==> src/verilog/bus_pkg.sv <==
// **********************************************************
// CPU side definitions: bus widths, the address map and
// the layout of the tile and object words as the CPU
// writes them.
// **********************************************************
package bus_pkg;

    localparam int ADDR_W = 8;
    localparam int DATA_W = 16;

    // Each region spans 64 addresses, the rest is unmapped
    localparam logic [ADDR_W-1:0] TILE_BASE = 8'h00;
    localparam logic [ADDR_W-1:0] OBJ_BASE  = 8'h40;
    localparam logic [ADDR_W-1:0] PAL_BASE  = 8'h80;

    // Tile map word, data bits 7:0
    typedef struct packed {
        logic [3:0] colour;
        // Bit 2 * lower half + right half, set when opaque
        logic [3:0] mask;
    } tile_entry_t;

    // Object word, x in the low bits
    typedef struct packed {
        logic       spare;
        logic       prio;
        logic       en;
        logic [3:0] colour;
        logic [3:0] y;
        logic [4:0] x;
    } obj_entry_t;

endpackage

==> src/verilog/video_pkg.sv <==
// **********************************************************
// Raster defaults, counter widths and the pixel types
// shared by the layers, the mixer and the bench. Files use
// these through scoped names.
// **********************************************************
package video_pkg;

    // Tiny screen, one pixel per clock
    localparam int H_TOTAL_DEF = 24;
    localparam int H_VIS_DEF   = 16;
    localparam int V_TOTAL_DEF = 12;
    localparam int V_VIS_DEF   = 8;

    localparam int HCNT_W = 5;
    localparam int VCNT_W = 4;

    // Clocks from the counters to RGB
    localparam int PIPE_DEPTH = 3;

    // Tiles and objects are both this many pixels square
    localparam int TILE_SIZE = 4;

    // Top bit picks the object half of the palette
    typedef logic [4:0] pal_idx_t;

    localparam int PAL_DEPTH = 2 ** $bits(pal_idx_t);

    typedef struct packed {
        logic [3:0] r;
        logic [3:0] g;
        logic [3:0] b;
    } rgb_t;

endpackage
==> src/verilog/board_video.sv <==
// **********************************************************
// Video half of the board. Decodes the CPU bus into the
// tile, object and palette regions, muxes the readback
// and wires the raster, both layers and the mixer.
// Raster sizes and the object count are set here.
// **********************************************************
module board_video #(
    parameter int H_TOTAL = video_pkg::H_TOTAL_DEF,
    parameter int H_VIS   = video_pkg::H_VIS_DEF,
    parameter int V_TOTAL = video_pkg::V_TOTAL_DEF,
    parameter int V_VIS   = video_pkg::V_VIS_DEF,
    parameter int OBJ_N   = 4
) (
    input  logic                       clk,
    input  logic                       rst,
    input  logic [bus_pkg::ADDR_W-1:0] cpu_addr,
    input  logic [bus_pkg::DATA_W-1:0] cpu_dout,
    input  logic                       cpu_we,
    output logic [bus_pkg::DATA_W-1:0] cpu_din,
    output logic [3:0]                 red,
    output logic [3:0]                 green,
    output logic [3:0]                 blue,
    output logic                       lhbl,
    output logic                       lvbl
);

    localparam int TS         = video_pkg::TILE_SIZE;
    localparam int TILE_DEPTH = (H_VIS / TS) * (V_VIS / TS);
    localparam int TILE_AW    = (TILE_DEPTH > 1) ? $clog2(TILE_DEPTH) : 1;
    localparam int OBJ_AW     = (OBJ_N > 1) ? $clog2(OBJ_N) : 1;
    localparam int PAL_AW     = $bits(video_pkg::pal_idx_t);

    logic [bus_pkg::ADDR_W-1:0] tile_off;
    logic [bus_pkg::ADDR_W-1:0] obj_off;
    logic [bus_pkg::ADDR_W-1:0] pal_off;
    logic                       tile_hit;
    logic                       obj_hit;
    logic                       pal_hit;
    logic                       tile_we;
    logic                       obj_we;
    logic                       pal_we;
    logic                       rd_tile;
    logic                       rd_obj;
    logic                       rd_pal;
    logic [video_pkg::HCNT_W-1:0] hcnt;
    logic [video_pkg::VCNT_W-1:0] vcnt;
    logic                       vid_lhbl;
    logic                       vid_lvbl;
    logic [3:0]                 tile_pix;
    logic                       tile_opaque;
    logic [3:0]                 obj_pix;
    logic                       obj_opaque;
    logic                       obj_prio;
    bus_pkg::tile_entry_t       tile_wdata;
    bus_pkg::tile_entry_t       tile_rdata;
    bus_pkg::obj_entry_t        obj_rdata;
    video_pkg::rgb_t            pal_wdata;
    video_pkg::rgb_t            pal_rdata;

    // Offsets wrap below a base, so one compare per region
    always_comb begin
        tile_off = cpu_addr - bus_pkg::TILE_BASE;
        obj_off  = cpu_addr - bus_pkg::OBJ_BASE;
        pal_off  = cpu_addr - bus_pkg::PAL_BASE;
        tile_hit = int'(tile_off) < TILE_DEPTH;
        obj_hit  = int'(obj_off) < OBJ_N;
        pal_hit  = int'(pal_off) < video_pkg::PAL_DEPTH;
    end

    assign tile_we    = cpu_we && tile_hit;
    assign obj_we     = cpu_we && obj_hit;
    assign pal_we     = cpu_we && pal_hit;
    assign tile_wdata = cpu_dout[$bits(bus_pkg::tile_entry_t)-1:0];
    assign pal_wdata  = cpu_dout[$bits(video_pkg::rgb_t)-1:0];

    // Region select lines up with the registered RAM reads
    always_ff @(posedge clk) begin
        if (rst) begin
            rd_tile <= 1'b0;
            rd_obj  <= 1'b0;
            rd_pal  <= 1'b0;
        end else begin
            rd_tile <= tile_hit;
            rd_obj  <= obj_hit;
            rd_pal  <= pal_hit;
        end
    end

    always_comb begin
        cpu_din = '0;
        if (rd_tile) begin
            cpu_din[$bits(tile_rdata)-1:0] = tile_rdata;
        end else if (rd_obj) begin
            cpu_din[$bits(obj_rdata)-1:0] = obj_rdata;
        end else if (rd_pal) begin
            cpu_din[$bits(pal_rdata)-1:0] = pal_rdata;
        end
    end

    vid_timing #(
        .H_TOTAL ( H_TOTAL ),
        .H_VIS   ( H_VIS   ),
        .V_TOTAL ( V_TOTAL ),
        .V_VIS   ( V_VIS   )
    ) u_timing (
        .clk  ( clk      ),
        .rst  ( rst      ),
        .hcnt ( hcnt     ),
        .vcnt ( vcnt     ),
        .lhbl ( vid_lhbl ),
        .lvbl ( vid_lvbl )
    );

    tile_layer #(
        .H_VIS ( H_VIS ),
        .V_VIS ( V_VIS )
    ) u_tile (
        .clk         ( clk                    ),
        .rst         ( rst                    ),
        .hcnt        ( hcnt                   ),
        .vcnt        ( vcnt                   ),
        .cpu_addr    ( tile_off[TILE_AW-1:0]  ),
        .cpu_dout    ( tile_wdata             ),
        .tile_we     ( tile_we                ),
        .cpu_rdata   ( tile_rdata             ),
        .tile_pix    ( tile_pix               ),
        .tile_opaque ( tile_opaque            )
    );

    obj_layer #(
        .OBJ_N ( OBJ_N )
    ) u_obj (
        .clk        ( clk                  ),
        .rst        ( rst                  ),
        .hcnt       ( hcnt                 ),
        .vcnt       ( vcnt                 ),
        .cpu_addr   ( obj_off[OBJ_AW-1:0]  ),
        .cpu_dout   ( cpu_dout             ),
        .obj_we     ( obj_we               ),
        .cpu_rdata  ( obj_rdata            ),
        .obj_pix    ( obj_pix              ),
        .obj_opaque ( obj_opaque           ),
        .obj_prio   ( obj_prio             )
    );

    pix_mixer u_mixer (
        .clk         ( clk                  ),
        .rst         ( rst                  ),
        .lhbl        ( vid_lhbl             ),
        .lvbl        ( vid_lvbl             ),
        .tile_pix    ( tile_pix             ),
        .tile_opaque ( tile_opaque          ),
        .obj_pix     ( obj_pix              ),
        .obj_opaque  ( obj_opaque           ),
        .obj_prio    ( obj_prio             ),
        .cpu_addr    ( pal_off[PAL_AW-1:0]  ),
        .cpu_dout    ( pal_wdata            ),
        .pal_we      ( pal_we               ),
        .cpu_rdata   ( pal_rdata            ),
        .red         ( red                  ),
        .green       ( green                ),
        .blue        ( blue                 ),
        .lhbl_out    ( lhbl                 ),
        .lvbl_out    ( lvbl                 )
    );

endmodule

==> src/verilog/pix_mixer.sv <==
// **********************************************************
// Pixel mixer. Picks the tile or object colour by priority,
// reads the palette and blanks the result. RGB and the
// delayed blanking come PIPE_DEPTH clocks after the
// counters.
// **********************************************************
module pix_mixer (
    input  logic                clk,
    input  logic                rst,
    input  logic                lhbl,
    input  logic                lvbl,
    input  logic [3:0]          tile_pix,
    input  logic                tile_opaque,
    input  logic [3:0]          obj_pix,
    input  logic                obj_opaque,
    input  logic                obj_prio,
    input  video_pkg::pal_idx_t cpu_addr,
    input  video_pkg::rgb_t     cpu_dout,
    input  logic                pal_we,
    output video_pkg::rgb_t     cpu_rdata,
    output logic [3:0]          red,
    output logic [3:0]          green,
    output logic [3:0]          blue,
    output logic                lhbl_out,
    output logic                lvbl_out
);

    localparam int PD = video_pkg::PIPE_DEPTH;

    video_pkg::pal_idx_t pal_idx;
    video_pkg::rgb_t     pal_rgb;
    logic [PD-1:0]       lhbl_dly;
    logic [PD-1:0]       lvbl_dly;
    logic                vis;

    always_comb begin
        if (obj_opaque && (obj_prio || !tile_opaque)) begin
            pal_idx = {1'b1, obj_pix};
        end else if (tile_opaque) begin
            pal_idx = {1'b0, tile_pix};
        end else begin
            pal_idx = '0;
        end
    end

    gfx_ram #(
        .word_t ( video_pkg::rgb_t     ),
        .DEPTH  ( video_pkg::PAL_DEPTH )
    ) u_pal (
        .clk       ( clk       ),
        .cpu_addr  ( cpu_addr  ),
        .cpu_wdata ( cpu_dout  ),
        .cpu_we    ( pal_we    ),
        .cpu_rdata ( cpu_rdata ),
        .vid_addr  ( pal_idx   ),
        .vid_rdata ( pal_rgb   )
    );

    // Blanking follows the whole pixel pipeline
    always_ff @(posedge clk) begin
        if (rst) begin
            lhbl_dly <= '0;
            lvbl_dly <= '0;
        end else begin
            lhbl_dly <= {lhbl_dly[PD-2:0], lhbl};
            lvbl_dly <= {lvbl_dly[PD-2:0], lvbl};
        end
    end

    assign lhbl_out = lhbl_dly[PD-1];
    assign lvbl_out = lvbl_dly[PD-1];
    assign vis      = lhbl_out && lvbl_out;
    assign red      = vis ? pal_rgb.r : '0;
    assign green    = vis ? pal_rgb.g : '0;
    assign blue     = vis ? pal_rgb.b : '0;

    // Raster blanking seen PD clocks ago must leave the output black
    a_blank_black: assert property (@(posedge clk) disable iff (rst)
        (!$past(lhbl, PD) || !$past(lvbl, PD)) |-> {red, green, blue} == '0)
        else $error("RGB not black during blanking");

endmodule

==> src/verilog/obj_layer.sv <==
// **********************************************************
// Object layer. Keeps OBJ_N object registers and tests the
// current pixel against all of them in parallel. The
// lowest numbered enabled hit wins. Output lines up with
// the tile layer, two clocks after the counters.
// **********************************************************
module obj_layer #(
    parameter int OBJ_N = 4,
    localparam int AW = (OBJ_N > 1) ? $clog2(OBJ_N) : 1
) (
    input  logic                          clk,
    input  logic                          rst,
    input  logic [video_pkg::HCNT_W-1:0] hcnt,
    input  logic [video_pkg::VCNT_W-1:0] vcnt,
    input  logic [AW-1:0]                 cpu_addr,
    input  bus_pkg::obj_entry_t           cpu_dout,
    input  logic                          obj_we,
    output bus_pkg::obj_entry_t           cpu_rdata,
    output logic [3:0]                    obj_pix,
    output logic                          obj_opaque,
    output logic                          obj_prio
);

    localparam int TS = video_pkg::TILE_SIZE;

    bus_pkg::obj_entry_t objs [OBJ_N];
    logic                hit_any;
    logic [3:0]          hit_pix;
    logic                hit_prio;
    logic                hit_any_q;
    logic [3:0]          hit_pix_q;
    logic                hit_prio_q;

    always_ff @(posedge clk) begin
        if (rst) begin
            for (int i = 0; i < OBJ_N; i++) begin
                objs[i] <= '0;
            end
        end else if (obj_we) begin
            objs[cpu_addr] <= cpu_dout;
        end
    end

    always_ff @(posedge clk) begin
        cpu_rdata <= objs[cpu_addr];
    end

    // Hit test, walked from the top so the lowest index stays
    always_comb begin
        int dx;
        int dy;
        hit_any  = 1'b0;
        hit_pix  = '0;
        hit_prio = 1'b0;
        for (int i = OBJ_N - 1; i >= 0; i--) begin
            dx = int'(hcnt) - int'(objs[i].x);
            dy = int'(vcnt) - int'(objs[i].y);
            if (objs[i].en && dx >= 0 && dx < TS && dy >= 0 && dy < TS) begin
                hit_any  = 1'b1;
                hit_pix  = objs[i].colour;
                hit_prio = objs[i].prio;
            end
        end
    end

    always_ff @(posedge clk) begin
        if (rst) begin
            hit_any_q  <= 1'b0;
            hit_pix_q  <= '0;
            hit_prio_q <= 1'b0;
            obj_opaque <= 1'b0;
            obj_pix    <= '0;
            obj_prio   <= 1'b0;
        end else begin
            hit_any_q  <= hit_any;
            hit_pix_q  <= hit_pix;
            hit_prio_q <= hit_prio;
            // Extra stage matches the tile map read
            obj_opaque <= hit_any_q;
            obj_pix    <= hit_pix_q;
            obj_prio   <= hit_prio_q;
        end
    end

endmodule

==> src/verilog/tile_layer.sv <==
// **********************************************************
// Tile layer. Looks the pixel's tile up in the map and
// picks the quadrant bit from its opacity mask. The tile
// pixel is registered two clocks after the counters.
// **********************************************************
module tile_layer #(
    parameter int H_VIS = video_pkg::H_VIS_DEF,
    parameter int V_VIS = video_pkg::V_VIS_DEF,
    localparam int TS    = video_pkg::TILE_SIZE,
    localparam int COLS  = H_VIS / TS,
    localparam int DEPTH = COLS * (V_VIS / TS),
    localparam int AW    = (DEPTH > 1) ? $clog2(DEPTH) : 1
) (
    input  logic                          clk,
    input  logic                          rst,
    input  logic [video_pkg::HCNT_W-1:0] hcnt,
    input  logic [video_pkg::VCNT_W-1:0] vcnt,
    input  logic [AW-1:0]                 cpu_addr,
    input  bus_pkg::tile_entry_t          cpu_dout,
    input  logic                          tile_we,
    output bus_pkg::tile_entry_t          cpu_rdata,
    output logic [3:0]                    tile_pix,
    output logic                          tile_opaque
);

    logic                 on_scr;
    logic [1:0]           quad;
    logic [AW-1:0]        map_addr;
    logic                 on_scr_q;
    logic [1:0]           quad_q;
    bus_pkg::tile_entry_t map_entry;

    always_comb begin
        on_scr  = (int'(hcnt) < H_VIS) && (int'(vcnt) < V_VIS);
        // Quadrant number matches the mask bit order
        quad[1] = (int'(vcnt) % TS) >= TS / 2;
        quad[0] = (int'(hcnt) % TS) >= TS / 2;
        map_addr = on_scr ? AW'((int'(vcnt) / TS) * COLS + int'(hcnt) / TS) : '0;
    end

    gfx_ram #(
        .word_t ( bus_pkg::tile_entry_t ),
        .DEPTH  ( DEPTH                 )
    ) u_map (
        .clk       ( clk       ),
        .cpu_addr  ( cpu_addr  ),
        .cpu_wdata ( cpu_dout  ),
        .cpu_we    ( tile_we   ),
        .cpu_rdata ( cpu_rdata ),
        .vid_addr  ( map_addr  ),
        .vid_rdata ( map_entry )
    );

    // Quadrant and visibility ride along with the map read
    always_ff @(posedge clk) begin
        if (rst) begin
            on_scr_q <= 1'b0;
            quad_q   <= '0;
        end else begin
            on_scr_q <= on_scr;
            quad_q   <= quad;
        end
    end

    always_ff @(posedge clk) begin
        if (rst) begin
            tile_pix    <= '0;
            tile_opaque <= 1'b0;
        end else begin
            tile_pix    <= on_scr_q ? map_entry.colour : '0;
            tile_opaque <= on_scr_q && map_entry.mask[quad_q];
        end
    end

endmodule

==> src/verilog/vid_timing.sv <==
// **********************************************************
// Raster generator. Free-running horizontal and vertical
// counters with the blanking levels decoded from them.
// Blanking levels are high on the visible area.
// **********************************************************
module vid_timing #(
    parameter int H_TOTAL = video_pkg::H_TOTAL_DEF,
    parameter int H_VIS   = video_pkg::H_VIS_DEF,
    parameter int V_TOTAL = video_pkg::V_TOTAL_DEF,
    parameter int V_VIS   = video_pkg::V_VIS_DEF
) (
    input  logic                          clk,
    input  logic                          rst,
    output logic [video_pkg::HCNT_W-1:0] hcnt,
    output logic [video_pkg::VCNT_W-1:0] vcnt,
    output logic                          lhbl,
    output logic                          lvbl
);

    logic h_last;
    logic v_last;

    assign h_last = int'(hcnt) == H_TOTAL - 1;
    assign v_last = int'(vcnt) == V_TOTAL - 1;

    always_ff @(posedge clk) begin
        if (rst) begin
            hcnt <= '0;
            vcnt <= '0;
        end else if (h_last) begin
            hcnt <= '0;
            // Line ends, step the row
            vcnt <= v_last ? '0 : vcnt + 1'b1;
        end else begin
            hcnt <= hcnt + 1'b1;
        end
    end

    assign lhbl = int'(hcnt) < H_VIS;
    assign lvbl = int'(vcnt) < V_VIS;

    a_hcnt_range: assert property (@(posedge clk) disable iff (rst) int'(hcnt) < H_TOTAL)
        else $error("hcnt past H_TOTAL");

endmodule

==> src/verilog/gfx_ram.sv <==
// **********************************************************
// Dual-port graphics RAM. The CPU port writes and reads
// back, the video port only reads. Both reads have one
// clock of latency. The word type is set per instance.
// **********************************************************
module gfx_ram #(
    parameter type word_t = logic [15:0],
    parameter int DEPTH = 16,
    localparam int AW = (DEPTH > 1) ? $clog2(DEPTH) : 1
) (
    input  logic          clk,
    input  logic [AW-1:0] cpu_addr,
    input  word_t         cpu_wdata,
    input  logic          cpu_we,
    output word_t         cpu_rdata,
    input  logic [AW-1:0] vid_addr,
    output word_t         vid_rdata
);

    word_t mem [DEPTH];

    always_ff @(posedge clk) begin
        if (cpu_we) begin
            mem[cpu_addr] <= cpu_wdata;
        end
        cpu_rdata <= mem[cpu_addr];
    end

    always_ff @(posedge clk) begin
        vid_rdata <= mem[vid_addr];
    end

    // The top level decode must keep writes inside the array
    a_wr_in_range: assert property (@(posedge clk) cpu_we |-> int'(cpu_addr) < DEPTH)
        else $error("gfx_ram write outside DEPTH");

endmodule

==> config.mk <==
export PLATFORM = sky130hd
export DESIGN_NAME = board_video
export DESIGN_NICKNAME = d
export VERILOG_FILES = /design/src/verilog/bus_pkg.sv /design/src/verilog/video_pkg.sv /design/src/verilog/board_video.sv /design/src/verilog/pix_mixer.sv /design/src/verilog/obj_layer.sv /design/src/verilog/tile_layer.sv /design/src/verilog/vid_timing.sv /design/src/verilog/gfx_ram.sv
export SDC_FILE = /design/constraint.sdc
export NUM_CORES = 1
export LEC_CHECK = 0
export ABC_AREA = 1
export CAP_MARGIN = 20
export CELL_PAD_IN_SITES_DETAIL_PLACEMENT = 2
export CELL_PAD_IN_SITES_GLOBAL_PLACEMENT = 2
export CORE_UTILIZATION = 40
export DETAILED_ROUTE_END_ITERATION = 6
export DONT_BUFFER_PORTS = 1
export PLACE_DENSITY_LB_ADDON = 0.2
export SYNTH_ARGS = -nofsm -noshare
export SYNTH_HDL_FRONTEND = slang
export SYNTH_HIERARCHICAL = 1
export SYNTH_SLANG_ARGS = --single-unit
==> constraint.sdc <==
create_clock -name clk -period 3.3 [get_ports clk]
set_clock_uncertainty 0.2 [all_clocks]
set_input_delay 0.33 -clock clk [delete_from_list [all_inputs] [get_ports clk]]
set_output_delay 0.33 -clock clk [all_outputs]
set_load 0.1 [all_outputs]
# Yosys cells after proc, flatten, opt, wreduce, memory -nomap -nowiden
# Memory sizes are Yosys's and may differ from the RTL's. A register that Yosys moved wholly into a read port is not among the register bits.
# Cells that the tools add are included.
[classes]
n_eq_ne = 2
n_lt_le_gt_ge = 24
n_reduce_logical = 28
mux = 38
bitwise = 1
n_addsub = 13
[ops]
columns = ["operator", "n"]
rows = [
  [">= comparator 32 x 1 -> 1 bit (second input constant)", 8],
  ["less-than comparator 32 x 4 -> 1 bit (second input constant)", 8],
  ["2-to-1 mux 4 bit", 10],
  ["2-to-1 mux 12 bit", 2],
  ["subtractor 5 x 5 -> 6 bit", 4],
  ["logical AND 1 bit", 23],
  ["subtractor 4 x 4 -> 5 bit", 4],
  ["2-to-1 mux 1 bit", 19],
  ["2-to-1 mux 16 bit", 1],
  ["2-to-1 mux 8 bit", 2],
  ["OR reduction 16 bit", 1],
  ["less-than comparator 8 x 3 -> 1 bit (second input constant)", 1],
  ["less-than comparator 8 x 4 -> 1 bit (second input constant)", 1],
  ["less-than comparator 8 x 6 -> 1 bit (second input constant)", 1],
  ["subtractor 8 x 7 -> 8 bit (second input constant)", 1],
  ["subtractor 8 bit (second input constant)", 1],
  ["adder 5 x 1 -> 5 bit (second input constant)", 1],
  ["equality test 5 bit (second input constant)", 1],
  ["less-than comparator 5 bit (second input constant)", 1],
  ["2-to-1 mux 5 bit", 1],
  ["adder 4 x 1 -> 4 bit (second input constant)", 1],
  ["equality test 4 bit (second input constant)", 1],
  [">= comparator 2 bit (second input constant)", 2],
  ["less-than comparator 4 bit (second input constant)", 1],
  ["other kinds (9)", 10],
]
[word_totals]
elab_cells = 126
reg_bits = 38
memories = 3
output_inout_bits = 30
mem_bits_rw = 512
[memory_table]
columns = ["name", "depth", "word_bits", "read_ports", "rd_clocked_by_memory_dff", "wr", "line_no", "source"]
rows = [
  ["u_mixer.u_pal.mem", 32, 12, 2, 2, 1, "gfx_ram.sv:20", "word_t mem [DEPTH];"],
  ["u_obj.objs", 4, 16, 5, 1, 4, "obj_layer.sv:26", "bus_pkg::obj_entry_t objs [OBJ_N];"],
  ["u_tile.u_map.mem", 8, 8, 2, 2, 1, "gfx_ram.sv:20", ""],
]

# Logic depth before layout (Yosys ltp)
# An unclocked memory read counts as a cell.
[depth]
word_depth = 11
depth_mapped = 16
mapped_depth_nobuf = 15

# Modules after synthesis
# Netlist, hierarchy kept.
[by_module_without_submodules]
columns = ["mod", "seq_area_each_um2", "instances", "area_each_um2", "cells_per_inst"]
rows = [
  ["gfx_ram (u_mixer.u_pal)", 12011.5, 1, 19058.3, 2091],
  ["obj_layer", 2482.4, 1, 4793.3, 542],
  ["gfx_ram (u_tile.u_map)", 2242.2, 1, 3831.2, 474],
  ["board_video", 60.1, 1, 455.4, 96],
  ["vid_timing", 180.2, 1, 410.4, 56],
  ["pix_mixer", 120.1, 1, 369.1, 68],
  ["tile_layer", 160.2, 1, 311.5, 43],
]

# Least setup slack after synthesis
# OpenSTA, ideal clock, no wires.
[synth_timing]
path_kind = "flip-flop to output port"
start = "reg u_mixer.lhbl_dly[2]"
end = "out blue[0]"
required_time_ns = 2.770
arrival_time_ns = 2.586
path_stages_with_launch = 4
n_path_buf = 1
slack_ns = 0.184
path_cell_list = "dfxtp_1 -> nand2_1 -> buf_2 -> nor2_1"
[synth_via]
elab_chain_len = 2
[synth_rtl]
columns = ["item", "line_no", "source"]
rows = [
  ["start, declared", "pix_mixer.sv:32", "logic [PD-1:0] lhbl_dly;"],
  ["start signal, assigned", "pix_mixer.sv:65", "lhbl_dly <= {lhbl_dly[PD-2:0], lhbl};"],
  ["logical AND 1 bit", "pix_mixer.sv:72", "assign vis = lhbl_out && lvbl_out;"],
  ["2-to-1 mux 4 bit", "pix_mixer.sv:75", "assign blue = vis ? pal_rgb.b : '0;"],
  ["end, declared", "board_video.sv:22", "output logic [3:0] blue,"],
]
# No other way between the ends.

# Final worst setup path
[layout_timing]
start = "reg u_timing/vcnt[3] (netlist bit)"
end = "reg u_obj.hit_pix_q[0]"
[layout_via]
elab_chain_len = 8
word_cells_on_any_way = 24
cone_classes = "add/sub: 4; order compare: 8; mux: 4; reduce/logical: 8"
[layout_rtl]
columns = ["item", "line_no", "source"]
rows = [
  ["start, declared", "vid_timing.sv:15", "output logic [video_pkg::VCNT_W-1:0] vcnt,"],
  ["start signal, assigned", "vid_timing.sv:33", "vcnt <= v_last ? '0 : vcnt + 1'b1;"],
  ["subtractor 4 x 4 -> 5 bit", "obj_layer.sv:57", "dy = int'(vcnt) - int'(objs[i].y);"],
  [">= comparator 32 x 1 -> 1 bit", "obj_layer.sv:58", "if (objs[i].en && dx >= 0 && dx < TS && dy >= 0 && dy < TS) begin"],
  ["logical AND 1 bit (2 in a row)", "obj_layer.sv:58", ""],
  ["2-to-1 mux 4 bit (3 in a row)", "obj_layer.sv:58", ""],
  ["2-to-1 mux 4 bit (*)", "obj_layer.sv:58", ""],
  ["end signal, assigned", "obj_layer.sv:76", "hit_pix_q <= hit_pix;"],
  ["end, declared", "obj_layer.sv:31", "logic [3:0] hit_pix_q;"],
]
# Every way passes the cells marked *; elsewhere a longest branch is shown, timed or not.
# A chain may end at the register's enable or synchronous reset.

==> metrics.csv <==
metric;value;unit
routabilityCongestion;0.859;
finalSetupViolations;0;
period_minus_slack;3.27;ns
yosys_register_bits;606;
dieArea;0.0742;mm2
max_cap_violations;0;
hold_violations;0;
max_freq;306;MHz
p_int;13400;uW
clkPwrFrac;0.447;
synth_area_leaders;edfxtp_1 (53%), nand2_1 (19%), nand3_1 (6.6%);
grtUsageTotal;0.351;
finalSetupTns;0;ns
wl_per_cell;29.2;um
cp.arrival;3.65;ns
clock_latency;0.63;ns
drive_above_1_share;0.0993;
wirelength;131;mm
worstMarginPinSlew;0.951;ns
whs_path_depth;6;
fin_crit_sh;0.990;
syn_inst;3370;
worstPathRequired;3.68;ns
stdcell_area;0.0341;mm2
io_buffers;0;
power;17800;uW
r2r_cells;12;
drtIter0Drc;2050;
critPathKind;flip-flop to flip-flop;
ant_nets;0;
cellPowerDensity;522;mW/mm2
cts_tree;done;
synth_area_leader_cell;edfxtp_1;
r2r-start;u_timing/vcnt[3]$_SDFFE_PP0N_;
syn-num-nets;3431;
start_kind;flip-flop;
area_growth;16.7;%
hold_class;input pin to flip-flop;
start_util;0.407;
root_buffer;clkbuf_16;
finish.net_count;3529;
ios;57;
swShare;0.251;
die_h;272;um
core_area;0.0719;mm2
hold_path_end;u_tile/u_map/cpu_rdata[6]$_DFF_P_;
pwr-share-comb;0.076;
ys_types;39;
cts_setup_buffers;0;
grt_pass1_vias;29100;
cts_buffers;72;
status;completed;
yosysWarnings;6;
antenna_found_initial;2;
rows;98;
clock_sinks;606;
path_clk_slew;0.07;ns
r2r_end;u_obj/hit_pix_q[0]$_SDFF_PP0_;
setup_slack;0.0321;ns
rsz0062_at_grt;false;
seq_area_frac_synth;0.590;
synth_top_area_share;0.526;
grt_max_degree;83;
drt_first_pass_iters;5;
grt-ovfl-total;0;
hp-start;cpu_addr[0];
cts_max_path_buffers;3;
pre_cts_slack;0.394;ns
via_per_inst;5.84;
switching_power;4470;uW
hpwl;80.2;mm
final_core_util;0.475;
grt_pass1_wl;192;mm
htreeDepth;3;
irDropWorstVdd;0.458;mV
remaining_drc_errors;0;
power.leakage;0.0141;uW
end_kind;flip-flop;
cp_max_fo;8;
relSlewSlack;0.364;
place_area;0.0311;mm2
num_vias;26100;
seqPwrFrac;0.477;
avgSynthCellArea;8.67;um2
rrSetupSlack;0.03;ns
slew_violations;0;
die_w;272;um
netlist_area;0.0292;mm2
power groups by stage:
stage	clock network, uW	logic (uW)	registers (uW)
floorplan	0	641	8620
global placement	0	991	8640
detailed placement	0	1040	8650
CTS	7990	1310	8490
global route	8330	1420	8500
finish	7960	1360	8500
critical path, cell delays in order (launching register included):
cell           delay [ns]
dfxtp_1              0.65
ha_1                 0.23
inv_1                0.05
o21ai_0              0.41
nand3_1              0.23
nor2_1               0.26
nand3_2              0.21
nand2_1              0.12
nand2_1              0.05
nand2_1              0.07
nand2_1              0.07
a21oi_1              0.12
dlygate4sd3_1        0.55
state kept, by name, summed over array words and instances, names as in the netlist, 2 cells and up:
signal                   count
u_mixer/u_pal/mem          384
u_obj/objs                  64
u_tile/u_map/mem            64
u_obj/cpu_rdata             16
u_mixer/u_pal/cpu_rdata     12
u_mixer/u_pal/vid_rdata     12
u_tile/u_map/cpu_rdata       8
u_tile/u_map/vid_rdata       8
u_timing/hcnt                5
u_obj/hit_pix_q              4
u_obj/obj_pix                4
u_tile/tile_pix              4
u_timing/vcnt                4
u_mixer/lhbl_dly             3
u_mixer/lvbl_dly             3
u_tile/quad_q                2
synthesized netlist by cell type (all sizes together):
cell type and instances:
xnor2 1, buf 117, o21ai 38, a21oi 34
clkinv 1, a211oi 1, nand2 1472, nand4 100
clkbuf 49, dfxtp 94, o21bai 2, nand3b 2
edfxtp 512, o22ai 3, ha 34, nor2 208
or2 2, inv 267, o221ai 9, and3 1
o211ai 4, nand3 392, nor3 27
cell usage in the layout (no fill, tap or decap), drive strengths merged:
cell type	netlist	layout
dfxtp	94	94
and3	1	1
o22ai	3	3
dlygate4sd3	0	29
nand3b	2	2
diode	0	2
nor3	27	27
bufinv	0	1
nand2	1472	1472
a211oi	1	1
buf	117	161
ha	34	34
edfxtp	512	512
o211ai	4	4
clkinvlp	0	4
nand3	392	392
o21ai	38	38
nand4	100	100
o221ai	9	9
inv	267	266
or2	2	2
a21oi	34	34
clkinv	1	21
nor2	208	208
o21bai	2	2
clkbuf	49	108
xnor2	1	1
stage by stage:
stage                     std cells  hold slack, ns
after floorplan                3370           0.188
after global placement         4299           0.201
after detailed placement       4299           0.202
after CTS                      4475         0.00447
after global routing           4477          0.0142
final                          4478          0.0342
layer usage:
layer / up-vias / wire length (um) / global-route usage
li1: 11300 / - / -
met1: 13500 / 50500 / 0.423
met2: 1037 / 65500 / 0.611
met3: 333 / 7920 / 0.0489
met4: 0 / 6780 / 0.182
met5: - / 0 / 0
cell families after synthesis:
| kind of cell | synth area share |
|---|---|
| buf+inv | 0.0616 |
| fa+ha+maj | 0.0146 |
| simple gates | 0.314 |
| flops | 0.590 |
| compound gates | 0.0189 |
| xor+xnor | 0.000300 |
area by class of cell:
cell class	count	area (um2)
antenna	2	5.00
clock buffer	108	2150
clock inverter	24	151
fill	7735	37700
inverter	268	1020
multi-input combinational	2330	10300
sequential	606	17300
tap	950	1190
timing repair buffer	190	2060
how the worst max path moves through the flow:
| stage | startpoint | end | slack (ns) | cells past startpoint |
|---|---|---|---|---|
| finish | u_timing/vcnt[3]$_SDFFE_PP0N_ | u_obj/hit_pix_q[0]$_SDFF_PP0_ | 0.03 | 12 |
| detailed placement | u_tile/tile_opaque$_SDFF_PP0_ | u_mixer/u_pal/vid_rdata[4]$_DFF_P_ | 0.39 | 14 |
| CTS | u_timing/vcnt[3]$_SDFFE_PP0N_ | u_obj/hit_pix_q[0]$_SDFF_PP0_ | 0.22 | 11 |
| global placement | u_tile/tile_opaque$_SDFF_PP0_ | u_mixer/u_pal/vid_rdata[4]$_DFF_P_ | 0.52 | 14 |
| floorplan | u_mixer/lhbl_dly[2]$_SDFF_PP0_ | blue[0] | 0.18 | 3 |
| global route | u_timing/vcnt[3]$_SDFFE_PP0N_ | u_obj/hit_pix_q[0]$_SDFF_PP0_ | 0.03 | 12 |
timing repair:
item	CTS	global route
setup endpoints to repair	0	1
hold buffers	44	0
gates resized for setup	0	1
endpoints found under the hold margin	609	0
Power figures use the tool's default switching activity.
